[src/source/boot_pkg.sv]
// Shared types and constants for the iNES boot path.
// Sizes are fixed here; the loader expects a 16-byte iNES header.
package boot_pkg;

  typedef logic [31:0] boot_word_t;
  typedef logic [21:0] ram_addr_t;

  // header bytes 4 to 7, in header order
  typedef struct packed {
    logic [7:0] prg_banks;
    logic [7:0] chr_banks;
    logic [7:0] flags6;
    logic [7:0] flags7;
  } mapper_flags_t;

  // 'N' 'E' 'S' 0x1A, first stream byte in the top lane
  localparam logic [31:0] INES_MAGIC = 32'h4E45_531A;

  localparam int HEADER_BYTES     = 16;
  localparam int PRG_UNIT_BYTES   = 16384;
  localparam int CHR_UNIT_BYTES   = 8192;
  localparam ram_addr_t PRG_BASE  = 22'h00_0000;
  localparam ram_addr_t CHR_BASE  = 22'h20_0000;
  localparam int FIFO_WORDS       = 8;
  localparam int LOAD_PACE        = 4;
  localparam int RAM_WRITE_CYCLES = 2;

  // derived widths
  localparam int FIFO_AW = $clog2(FIFO_WORDS);
  localparam int FIFO_CW = FIFO_AW + 3;
  localparam int PACE_W  = $clog2(LOAD_PACE);
  localparam int HDR_W   = $clog2(HEADER_BYTES);
  localparam int BUSY_W  = $clog2(RAM_WRITE_CYCLES + 1);

endpackage

[src/source/sram_write_if.sv]
// Byte write channel from the loader to the SRAM write port.
// write is a one-cycle pulse and may only be raised while busy is low.
`timescale 1ns/100ps

interface sram_write_if import boot_pkg::*; ();

  ram_addr_t  addr;
  logic [7:0] data;
  logic       write;
  logic       busy;

  // loader side
  modport master (
    output addr,
    output data,
    output write,
    input  busy
  );

  // SRAM port side
  modport slave (
    input  addr,
    input  data,
    input  write,
    output busy
  );

endinterface

[src/source/boot_request_handler.sv]
// Host req/ack front end. The host must drop req for a cycle after each ack.
// Counts stored bytes in steps of 4, so rom_size is taken as a word multiple.
`timescale 1ns/100ps

module boot_request_handler import boot_pkg::*; (
  input  logic        clk,
  input  logic        host_reset_loader,
  input  boot_word_t  host_bootdata,
  input  logic        host_bootdata_req,
  input  logic [31:0] rom_size,
  output logic        host_bootdata_ack,
  output logic        word_wr,
  output boot_word_t  word,
  input  logic        full
);

  typedef enum logic {S_IDLE, S_ACK} accept_state_t;

  accept_state_t state;
  logic [31:0]   bytes_loaded;
  logic          accept;

  // word presented and room for it
  assign accept = (state == S_IDLE) && host_bootdata_req && !full;

  always_ff @(posedge clk) begin
    if (host_reset_loader) begin
      state             <= S_IDLE;
      host_bootdata_ack <= 1'b0;
      word_wr           <= 1'b0;
      bytes_loaded      <= '0;
    end else begin
      host_bootdata_ack <= 1'b0;
      word_wr           <= 1'b0;
      case (state)
        S_IDLE: begin
          if (accept) begin
            state             <= S_ACK;
            host_bootdata_ack <= 1'b1;
            // past the image size, ack only
            if (bytes_loaded < rom_size) begin
              word_wr      <= 1'b1;
              bytes_loaded <= bytes_loaded + 32'd4;
            end
          end
        end
        default: state <= S_IDLE;
      endcase
    end
  end

  always_ff @(posedge clk) begin
    if (accept)
      word <= host_bootdata;
  end

  // host must see a gap between two acks
  a_ack_single: assert property (@(posedge clk) disable iff (host_reset_loader)
    host_bootdata_ack |=> !host_bootdata_ack)
    else $error("ack held high for two cycles");

endmodule

[src/source/boot_word_fifo.sv]
// Word-in, byte-out FIFO, least significant byte of each word first.
// byte_out is valid the cycle after byte_rd; full means no free word slot.
`timescale 1ns/100ps

module boot_word_fifo import boot_pkg::*; (
  input  logic       clk,
  input  logic       host_reset_loader,
  input  logic       word_wr,
  input  boot_word_t word,
  input  logic       byte_rd,
  output logic [7:0] byte_out,
  output logic       full,
  output logic       empty
);

  boot_word_t         mem_q [FIFO_WORDS];
  logic [FIFO_AW-1:0] wr_ptr;
  logic [FIFO_AW-1:0] rd_ptr;
  logic [1:0]         lane;
  logic [FIFO_CW-1:0] byte_cnt;
  logic [FIFO_CW-1:0] used_bytes;
  logic               do_wr;
  logic               do_rd;

  // bytes still held plus bytes already taken from the head word
  assign used_bytes = byte_cnt + FIFO_CW'(lane);
  assign full       = (used_bytes >= FIFO_CW'(FIFO_WORDS * 4));
  assign empty      = (byte_cnt == '0);

  assign do_wr = word_wr && !full;
  assign do_rd = byte_rd && !empty;

  always_ff @(posedge clk) begin
    if (host_reset_loader) begin
      wr_ptr   <= '0;
      rd_ptr   <= '0;
      lane     <= '0;
      byte_cnt <= '0;
    end else begin
      if (do_wr)
        wr_ptr <= wr_ptr + 1'b1;
      if (do_rd) begin
        lane <= lane + 1'b1;
        // head word fully drained
        if (lane == 2'd3)
          rd_ptr <= rd_ptr + 1'b1;
      end
      byte_cnt <= byte_cnt + (do_wr ? FIFO_CW'(4) : '0) - (do_rd ? FIFO_CW'(1) : '0);
    end
  end

  always_ff @(posedge clk) begin
    if (do_wr)
      mem_q[wr_ptr] <= word;
    if (do_rd)
      byte_out <= mem_q[rd_ptr][lane*8 +: 8];
  end

  // back-pressure from the handler keeps writes off a full FIFO
  a_no_write_full: assert property (@(posedge clk) disable iff (host_reset_loader)
    word_wr |-> !full)
    else $error("word written while FIFO full");

endmodule

[src/source/game_loader.sv]
// iNES loader: 16-byte header, then PRG and CHR images copied byte by byte.
// Trainer data (flags6 bit 2) is not supported. Bytes after done/fail are dropped.
`timescale 1ns/100ps

module game_loader import boot_pkg::*; (
  input  logic          clk,
  input  logic          host_reset_loader,
  input  logic          empty,
  input  logic [7:0]    byte_out,
  output logic          byte_rd,
  sram_write_if.master  mem,
  output mapper_flags_t mapper_flags,
  output logic          loader_done,
  output logic          loader_fail
);

  typedef enum logic [2:0] {S_HEADER, S_PRG, S_CHR, S_DONE, S_FAIL} load_state_t;

  load_state_t       state;
  logic [HDR_W-1:0]  hdr_cnt;
  logic [PACE_W-1:0] pace_cnt;
  logic              byte_valid;
  logic              take;
  logic [23:0]       magic_sr;
  mapper_flags_t     flags;
  ram_addr_t         addr_cnt;
  ram_addr_t         remaining;
  ram_addr_t         prg_len;
  ram_addr_t         chr_len;

  assign prg_len = ram_addr_t'(flags.prg_banks * PRG_UNIT_BYTES);
  assign chr_len = ram_addr_t'(flags.chr_banks * CHR_UNIT_BYTES);

  // one byte in flight at a time, paced and held off by the port
  assign take = (pace_cnt == '0) && !empty && !mem.busy
                && !byte_rd && !byte_valid && !mem.write;

  assign mapper_flags = flags;

  always_ff @(posedge clk) begin
    if (host_reset_loader) begin
      state       <= S_HEADER;
      hdr_cnt     <= '0;
      pace_cnt    <= '0;
      byte_rd     <= 1'b0;
      byte_valid  <= 1'b0;
      mem.write   <= 1'b0;
      loader_done <= 1'b0;
      loader_fail <= 1'b0;
      addr_cnt    <= PRG_BASE;
      remaining   <= '0;
    end else begin
      byte_valid <= byte_rd;
      mem.write  <= 1'b0;
      if (take) begin
        byte_rd  <= 1'b1;
        pace_cnt <= PACE_W'(LOAD_PACE - 1);
      end else begin
        byte_rd <= 1'b0;
        if (pace_cnt != '0)
          pace_cnt <= pace_cnt - 1'b1;
      end
      // one cycle behind the last write pulse
      if (state == S_DONE)
        loader_done <= 1'b1;
      if (byte_valid) begin
        case (state)
          S_HEADER: begin
            hdr_cnt <= hdr_cnt + 1'b1;
            if (hdr_cnt == HDR_W'(3) && {magic_sr, byte_out} != INES_MAGIC) begin
              state       <= S_FAIL;
              loader_fail <= 1'b1;
            end else if (hdr_cnt == HDR_W'(HEADER_BYTES - 1)) begin
              if (flags.prg_banks != 8'd0) begin
                state     <= S_PRG;
                addr_cnt  <= PRG_BASE;
                remaining <= prg_len;
              end else if (flags.chr_banks != 8'd0) begin
                state     <= S_CHR;
                addr_cnt  <= CHR_BASE;
                remaining <= chr_len;
              end else begin
                state <= S_DONE;
              end
            end
          end
          S_PRG, S_CHR: begin
            mem.write <= 1'b1;
            addr_cnt  <= addr_cnt + 1'b1;
            remaining <= remaining - 1'b1;
            if (remaining == ram_addr_t'(1)) begin
              if (state == S_PRG && flags.chr_banks != 8'd0) begin
                state     <= S_CHR;
                addr_cnt  <= CHR_BASE;
                remaining <= chr_len;
              end else begin
                state <= S_DONE;
              end
            end
          end
          // done or failed, byte is dropped
          default: ;
        endcase
      end
    end
  end

  always_ff @(posedge clk) begin
    if (byte_valid) begin
      if (state == S_HEADER) begin
        case (hdr_cnt)
          HDR_W'(0), HDR_W'(1), HDR_W'(2): magic_sr <= {magic_sr[15:0], byte_out};
          HDR_W'(4): flags.prg_banks <= byte_out;
          HDR_W'(5): flags.chr_banks <= byte_out;
          HDR_W'(6): flags.flags6    <= byte_out;
          HDR_W'(7): flags.flags7    <= byte_out;
          default: ;
        endcase
      end
      mem.addr <= addr_cnt;
      mem.data <= byte_out;
    end
  end

endmodule

[src/source/sram_write_port.sv]
// Write-only SRAM sequencer. One byte per write pulse; we_n low for one cycle.
// busy covers RAM_WRITE_CYCLES cycles after each accepted write.
`timescale 1ns/100ps

module sram_write_port import boot_pkg::*; (
  input  logic       clk,
  input  logic       host_reset_loader,
  sram_write_if.slave mem,
  output logic       ram_we_n,
  output ram_addr_t  ram_a,
  output logic [7:0] ram_d
);

  logic [BUSY_W-1:0] busy_cnt;

  assign mem.busy = (busy_cnt != '0);

  always_ff @(posedge clk) begin
    if (host_reset_loader) begin
      ram_we_n <= 1'b1;
      busy_cnt <= '0;
    end else begin
      ram_we_n <= !mem.write;
      if (mem.write)
        busy_cnt <= BUSY_W'(RAM_WRITE_CYCLES);
      else if (busy_cnt != '0)
        busy_cnt <= busy_cnt - 1'b1;
    end
  end

  // address and data stay put while we_n is low
  always_ff @(posedge clk) begin
    if (mem.write) begin
      ram_a <= mem.addr;
      ram_d <= mem.data;
    end
  end

  // the loader must wait out busy before the next write
  a_write_not_busy: assert property (@(posedge clk) disable iff (host_reset_loader)
    mem.write |-> !mem.busy)
    else $error("SRAM write issued while busy");

endmodule

[src/source/nes_boot_loader.sv]
// ROM boot path top: host handshake, word FIFO, iNES loader, SRAM write port.
// Single clock; host_reset_loader must be held while a new image is started.
`timescale 1ns/100ps

module nes_boot_loader import boot_pkg::*; (
  input  logic          clk,
  input  logic          host_reset_loader,
  input  boot_word_t    host_bootdata,
  input  logic          host_bootdata_req,
  input  logic [31:0]   rom_size,
  output logic          host_bootdata_ack,
  output logic          ram_we_n,
  output ram_addr_t     ram_a,
  output logic [7:0]    ram_d,
  output mapper_flags_t mapper_flags,
  output logic          loader_done,
  output logic          loader_fail
);

  logic       word_wr;
  boot_word_t word;
  logic       fifo_full;
  logic       fifo_empty;
  logic       byte_rd;
  logic [7:0] fifo_byte;

  sram_write_if mem_bus ();

  boot_request_handler u_handler (
    .clk               (clk),
    .host_reset_loader (host_reset_loader),
    .host_bootdata     (host_bootdata),
    .host_bootdata_req (host_bootdata_req),
    .rom_size          (rom_size),
    .host_bootdata_ack (host_bootdata_ack),
    .word_wr           (word_wr),
    .word              (word),
    .full              (fifo_full)
  );

  boot_word_fifo u_fifo (
    .clk               (clk),
    .host_reset_loader (host_reset_loader),
    .word_wr           (word_wr),
    .word              (word),
    .byte_rd           (byte_rd),
    .byte_out          (fifo_byte),
    .full              (fifo_full),
    .empty             (fifo_empty)
  );

  game_loader u_loader (
    .clk               (clk),
    .host_reset_loader (host_reset_loader),
    .empty             (fifo_empty),
    .byte_out          (fifo_byte),
    .byte_rd           (byte_rd),
    .mem               (mem_bus.master),
    .mapper_flags      (mapper_flags),
    .loader_done       (loader_done),
    .loader_fail       (loader_fail)
  );

  sram_write_port u_sram_port (
    .clk               (clk),
    .host_reset_loader (host_reset_loader),
    .mem               (mem_bus.slave),
    .ram_we_n          (ram_we_n),
    .ram_a             (ram_a),
    .ram_d             (ram_d)
  );

endmodule

[config.mk]
export PLATFORM = sky130hd
export DESIGN_NAME = nes_boot_loader
export DESIGN_NICKNAME = d
export VERILOG_FILES = /design/src/source/boot_pkg.sv /design/src/source/sram_write_if.sv /design/src/source/boot_request_handler.sv /design/src/source/boot_word_fifo.sv /design/src/source/game_loader.sv /design/src/source/sram_write_port.sv /design/src/source/nes_boot_loader.sv
export SDC_FILE = /design/constraint.sdc
export NUM_CORES = 1
export LEC_CHECK = 0
export BUFFER_PORTS_ARGS = -buffer_cell sky130_fd_sc_hd__buf_2
export CAP_MARGIN = 20
export CORE_MARGIN = 2
export CORE_UTILIZATION = 60
export CTS_CLUSTER_SIZE = 30
export DETAILED_ROUTE_END_ITERATION = 7
export PLACE_DENSITY = 0.87
export SYNTH_ARGS = -nofsm -noshare
export SYNTH_HDL_FRONTEND = slang
export SYNTH_SLANG_ARGS = --single-unit
export TNS_END_PERCENT = 10
[constraint.sdc]
create_clock -name clk -period 7.52 [get_ports clk]
set_input_delay 1.504 -clock clk [delete_from_list [all_inputs] [get_ports clk]]
set_output_delay 1.504 -clock clk [all_outputs]
set_load 0.01 [all_outputs]
==> flow_summary.ini <==
[sta]
finalHoldViolations = 0
tightest_slew_ns = 1.16
fin_crit_ns = 3.72
grt_setup_unrepaired = false
fin_worst_hold_slack_ns = 0.417
timing.max_slew.rel_slack_pct = 22.6
maxSlewViolCount = 0
post-route-period-util_pct = 49.4
fin_tns_setup_ns = 0
fmaxAchievable_mhz = 269
final_clock_skew_ns = 0.0314
setup-violations-final = 0

[placement]
dpl.hpwl_um = 26600
buffer_ports.inserted = 132
gp_congestion = 0.842

[finish]
nNetsFinal = 1635
mostFrequentLayoutCell = edfxtp_1
multiInputGateArea_um2 = 6160
regArea_um2 = 14600
antennaDiodeCount = 0
layout-drive-gt1-share_pct = 22.0
final_cell_mix = edfxtp_1 (412), buf_2 (131), dfxtp_1 (108)
area_delta_synth_final_pct = 13.1
nFillCells = 2167

[grt]
first_global_vias = 12800
grt_overflow_total = 0
grt_util_all_layers_pct = 25.8
antenna_violations_before_repair = 0
grt_first_pass_wirelength_um = 71600
grt_start_max_net_pins = 77

[critical_path]
critPathBufInv = 1
crit_path_start_kind = register
reg2reg_to = u_fifo.byte_cnt[5]
regToRegSetupSlack_ns = 3.80
cp_max_fo = 11
timing.reg2reg.worst_path_depth = 11
critical_path_cell_list = ha_1, a21o_1, a221oi_2, nand2_1, ha_1, inv_1, fa_1, a21o_1, a21oi_1, xnor2_1, nor2_1
rr_startpoint = u_fifo.lane[1]
cp_data_arrival_time_ns = 4.14
critPathCaptureType = register
crit_type = register to register
critical_path_s_top_delay_family = adder cells
crit_path_top_delay_cell = dfxtp_1
critPathRequiredTime_ns = 7.94
critical-path-max-stage-delay_ns = 0.73

[route]
avgRoutedWirePerCell_um = 23.0
wl_met3_um = 3380
route.final.wire_length_um = 46300
drc_marker_count_from_the_first_detailed_route_iteration = 1237
dr.pass1.iters = 5
route.vias.total = 12700
drt_drc_violations_left = 0
route.layer.met1.wl_um = 17300
ant_nets = 0
dr_wl_met2_um = 24200
dr.max_layer_used = met4
routed_via_density = 6.34

[floorplanning]
start_util_pct = 61.1
placement_rows = 68
die_w_um = 192
num_io_pins = 133
floorplan.die_area_um2 = 36900
chipHeight_um = 192
fp.coreArea_um2 = 34700

[clocking]
tritoncts_num_sinks = 522
max-clock-path-buffers = 3
cts_tree = built
post_cts_setup_buffer_count = 0
postCtsResizedCells = 0
clockRootBuffer = clkbuf_16
h-tree-depth = 2
tritoncts.num_buffers = 50
cts.hold.buffers_added = 0
worst_skew_pair.late_latency_ns = 0.58
clkTransAtPathRegs_ns = 0.06

[power]
worst_ir_drop_vdd_mv = 0.279
cellLeakagePower_uw = 0.00814
power_per_cell_area_nw_per_um2 = 270

[synth]
synth.distinct_cells = 73
synth.yosys.seq_area_share_pct = 68.7
synth_enable_flop_cells = 412
synthesis.area_per_instance_um2 = 15.4
synth_seq_cells = 522
postSynthNetCount = 1499
netlist_instances = 1379
yosys_warnings = 0
synth-main-ff-cell = edfxtp_1
post_synthesis_async_set_or_reset_flop_share_pct = 0
netlist_area_um2 = 21200

[worst_hold_path]
worst_hold_path.num_cells = 0
worstHoldStart = u_loader.mem.addr[19]
hold_path_end = u_sram_port.ram_a[19]
worst_hold_path_type = register to register

[flow_run]
drv_cap = 0

[status]
outcome = completed
## metal layers
metal,up-vias,global-route usage (%)
li1,5709,-
met1,6326,31.5
met2,599,45.5
met3,96,4.99
met4,0,9.75
met5,-,0.275
## cell families after synthesis
group	share of synthesized area (%)
flip-flops	68.7
AND/OR/NAND/NOR	9.14
AO/OA/AOI/OAI	6.59
buffers and inverters	2.49
multiplexers	9.33
adder cells (fa/ha/maj)	3.16
XOR/XNOR	0.578
## state kept, by name, indices dropped and copies added (netlist names), 8 cells and up, named ones only
name and count:
u_loader.magic_sr 24, u_loader.addr_cnt 22, u_loader.mem.data 8, u_loader.remaining 22, u_sram_port.ram_d 8, u_loader.mapper_flags 32
u_sram_port.ram_a 22, u_fifo.byte_out 8, u_fifo.mem_q 256, u_handler.bytes_loaded 30, u_handler.word 32, u_loader.mem.addr 22
## cell usage after synthesis (23+ instances only)
cell	count	area [um2]
edfxtp_1	412	12400
dfxtp_1	110	2200
mux4_2	80	1800
a21oi_1	69	345
inv_1	67	251
nor2_1	63	236
nand2_1	59	221
ha_1	52	651
nand3_1	48	240
clkbuf_1	44	165
or4_1	27	203
nor3_1	24	120
o21ai_0	23	115
## worst max-delay path by stage
stage               slack (ns)                    endpoint          startpoint  cells past startpoint
floorplan                 2.21          u_fifo.mem_q[2][0]  u_fifo.byte_cnt[1]                      5
global placement          3.49  u_handler.bytes_loaded[24]        rom_size[17]                      9
detailed placement        3.37  u_handler.bytes_loaded[22]        rom_size[19]                      9
CTS                       3.78          u_fifo.byte_cnt[5]      u_fifo.lane[1]                     11
global route              3.56          u_fifo.byte_cnt[5]      u_fifo.lane[1]                     11
finish                    3.80          u_fifo.byte_cnt[5]      u_fifo.lane[1]                     11
## power breakdown
part           leakage [uW]  switching [uW]  internal, uW  total, uW
clock network      0.000788            1060          1370       2430
registers           0.00463             149          3370       3510
logic               0.00272             310           210        520
## area by class of cell
class                           instances  area share (%)
Timing Repair Buffer                  152            3.47
Clock buffer                           64            5.61
Multi-Input combinational cell        721            25.7
Sequential cell                       522            60.8
Tap cell                              455            2.37
Inverter                               68            1.06
Clock inverter                         26            1.01
## metrics by stage
step	cells	setup slack, ns	power, uW	utilization [%]	instance area (um2)
2_1_floorplan	1379	2.21	3880	-	21200
5_1_grt	2008	3.56	6680	69.1	24000
4_1_cts	2007	3.78	6500	69.0	24000
3_5_place_dp	1917	3.37	4080	64.4	22400
3_3_place_gp	1917	3.49	4030	64.4	22400
6_report	2008	3.80	6470	69.1	24000
Power figures use the tool's default switching activity.
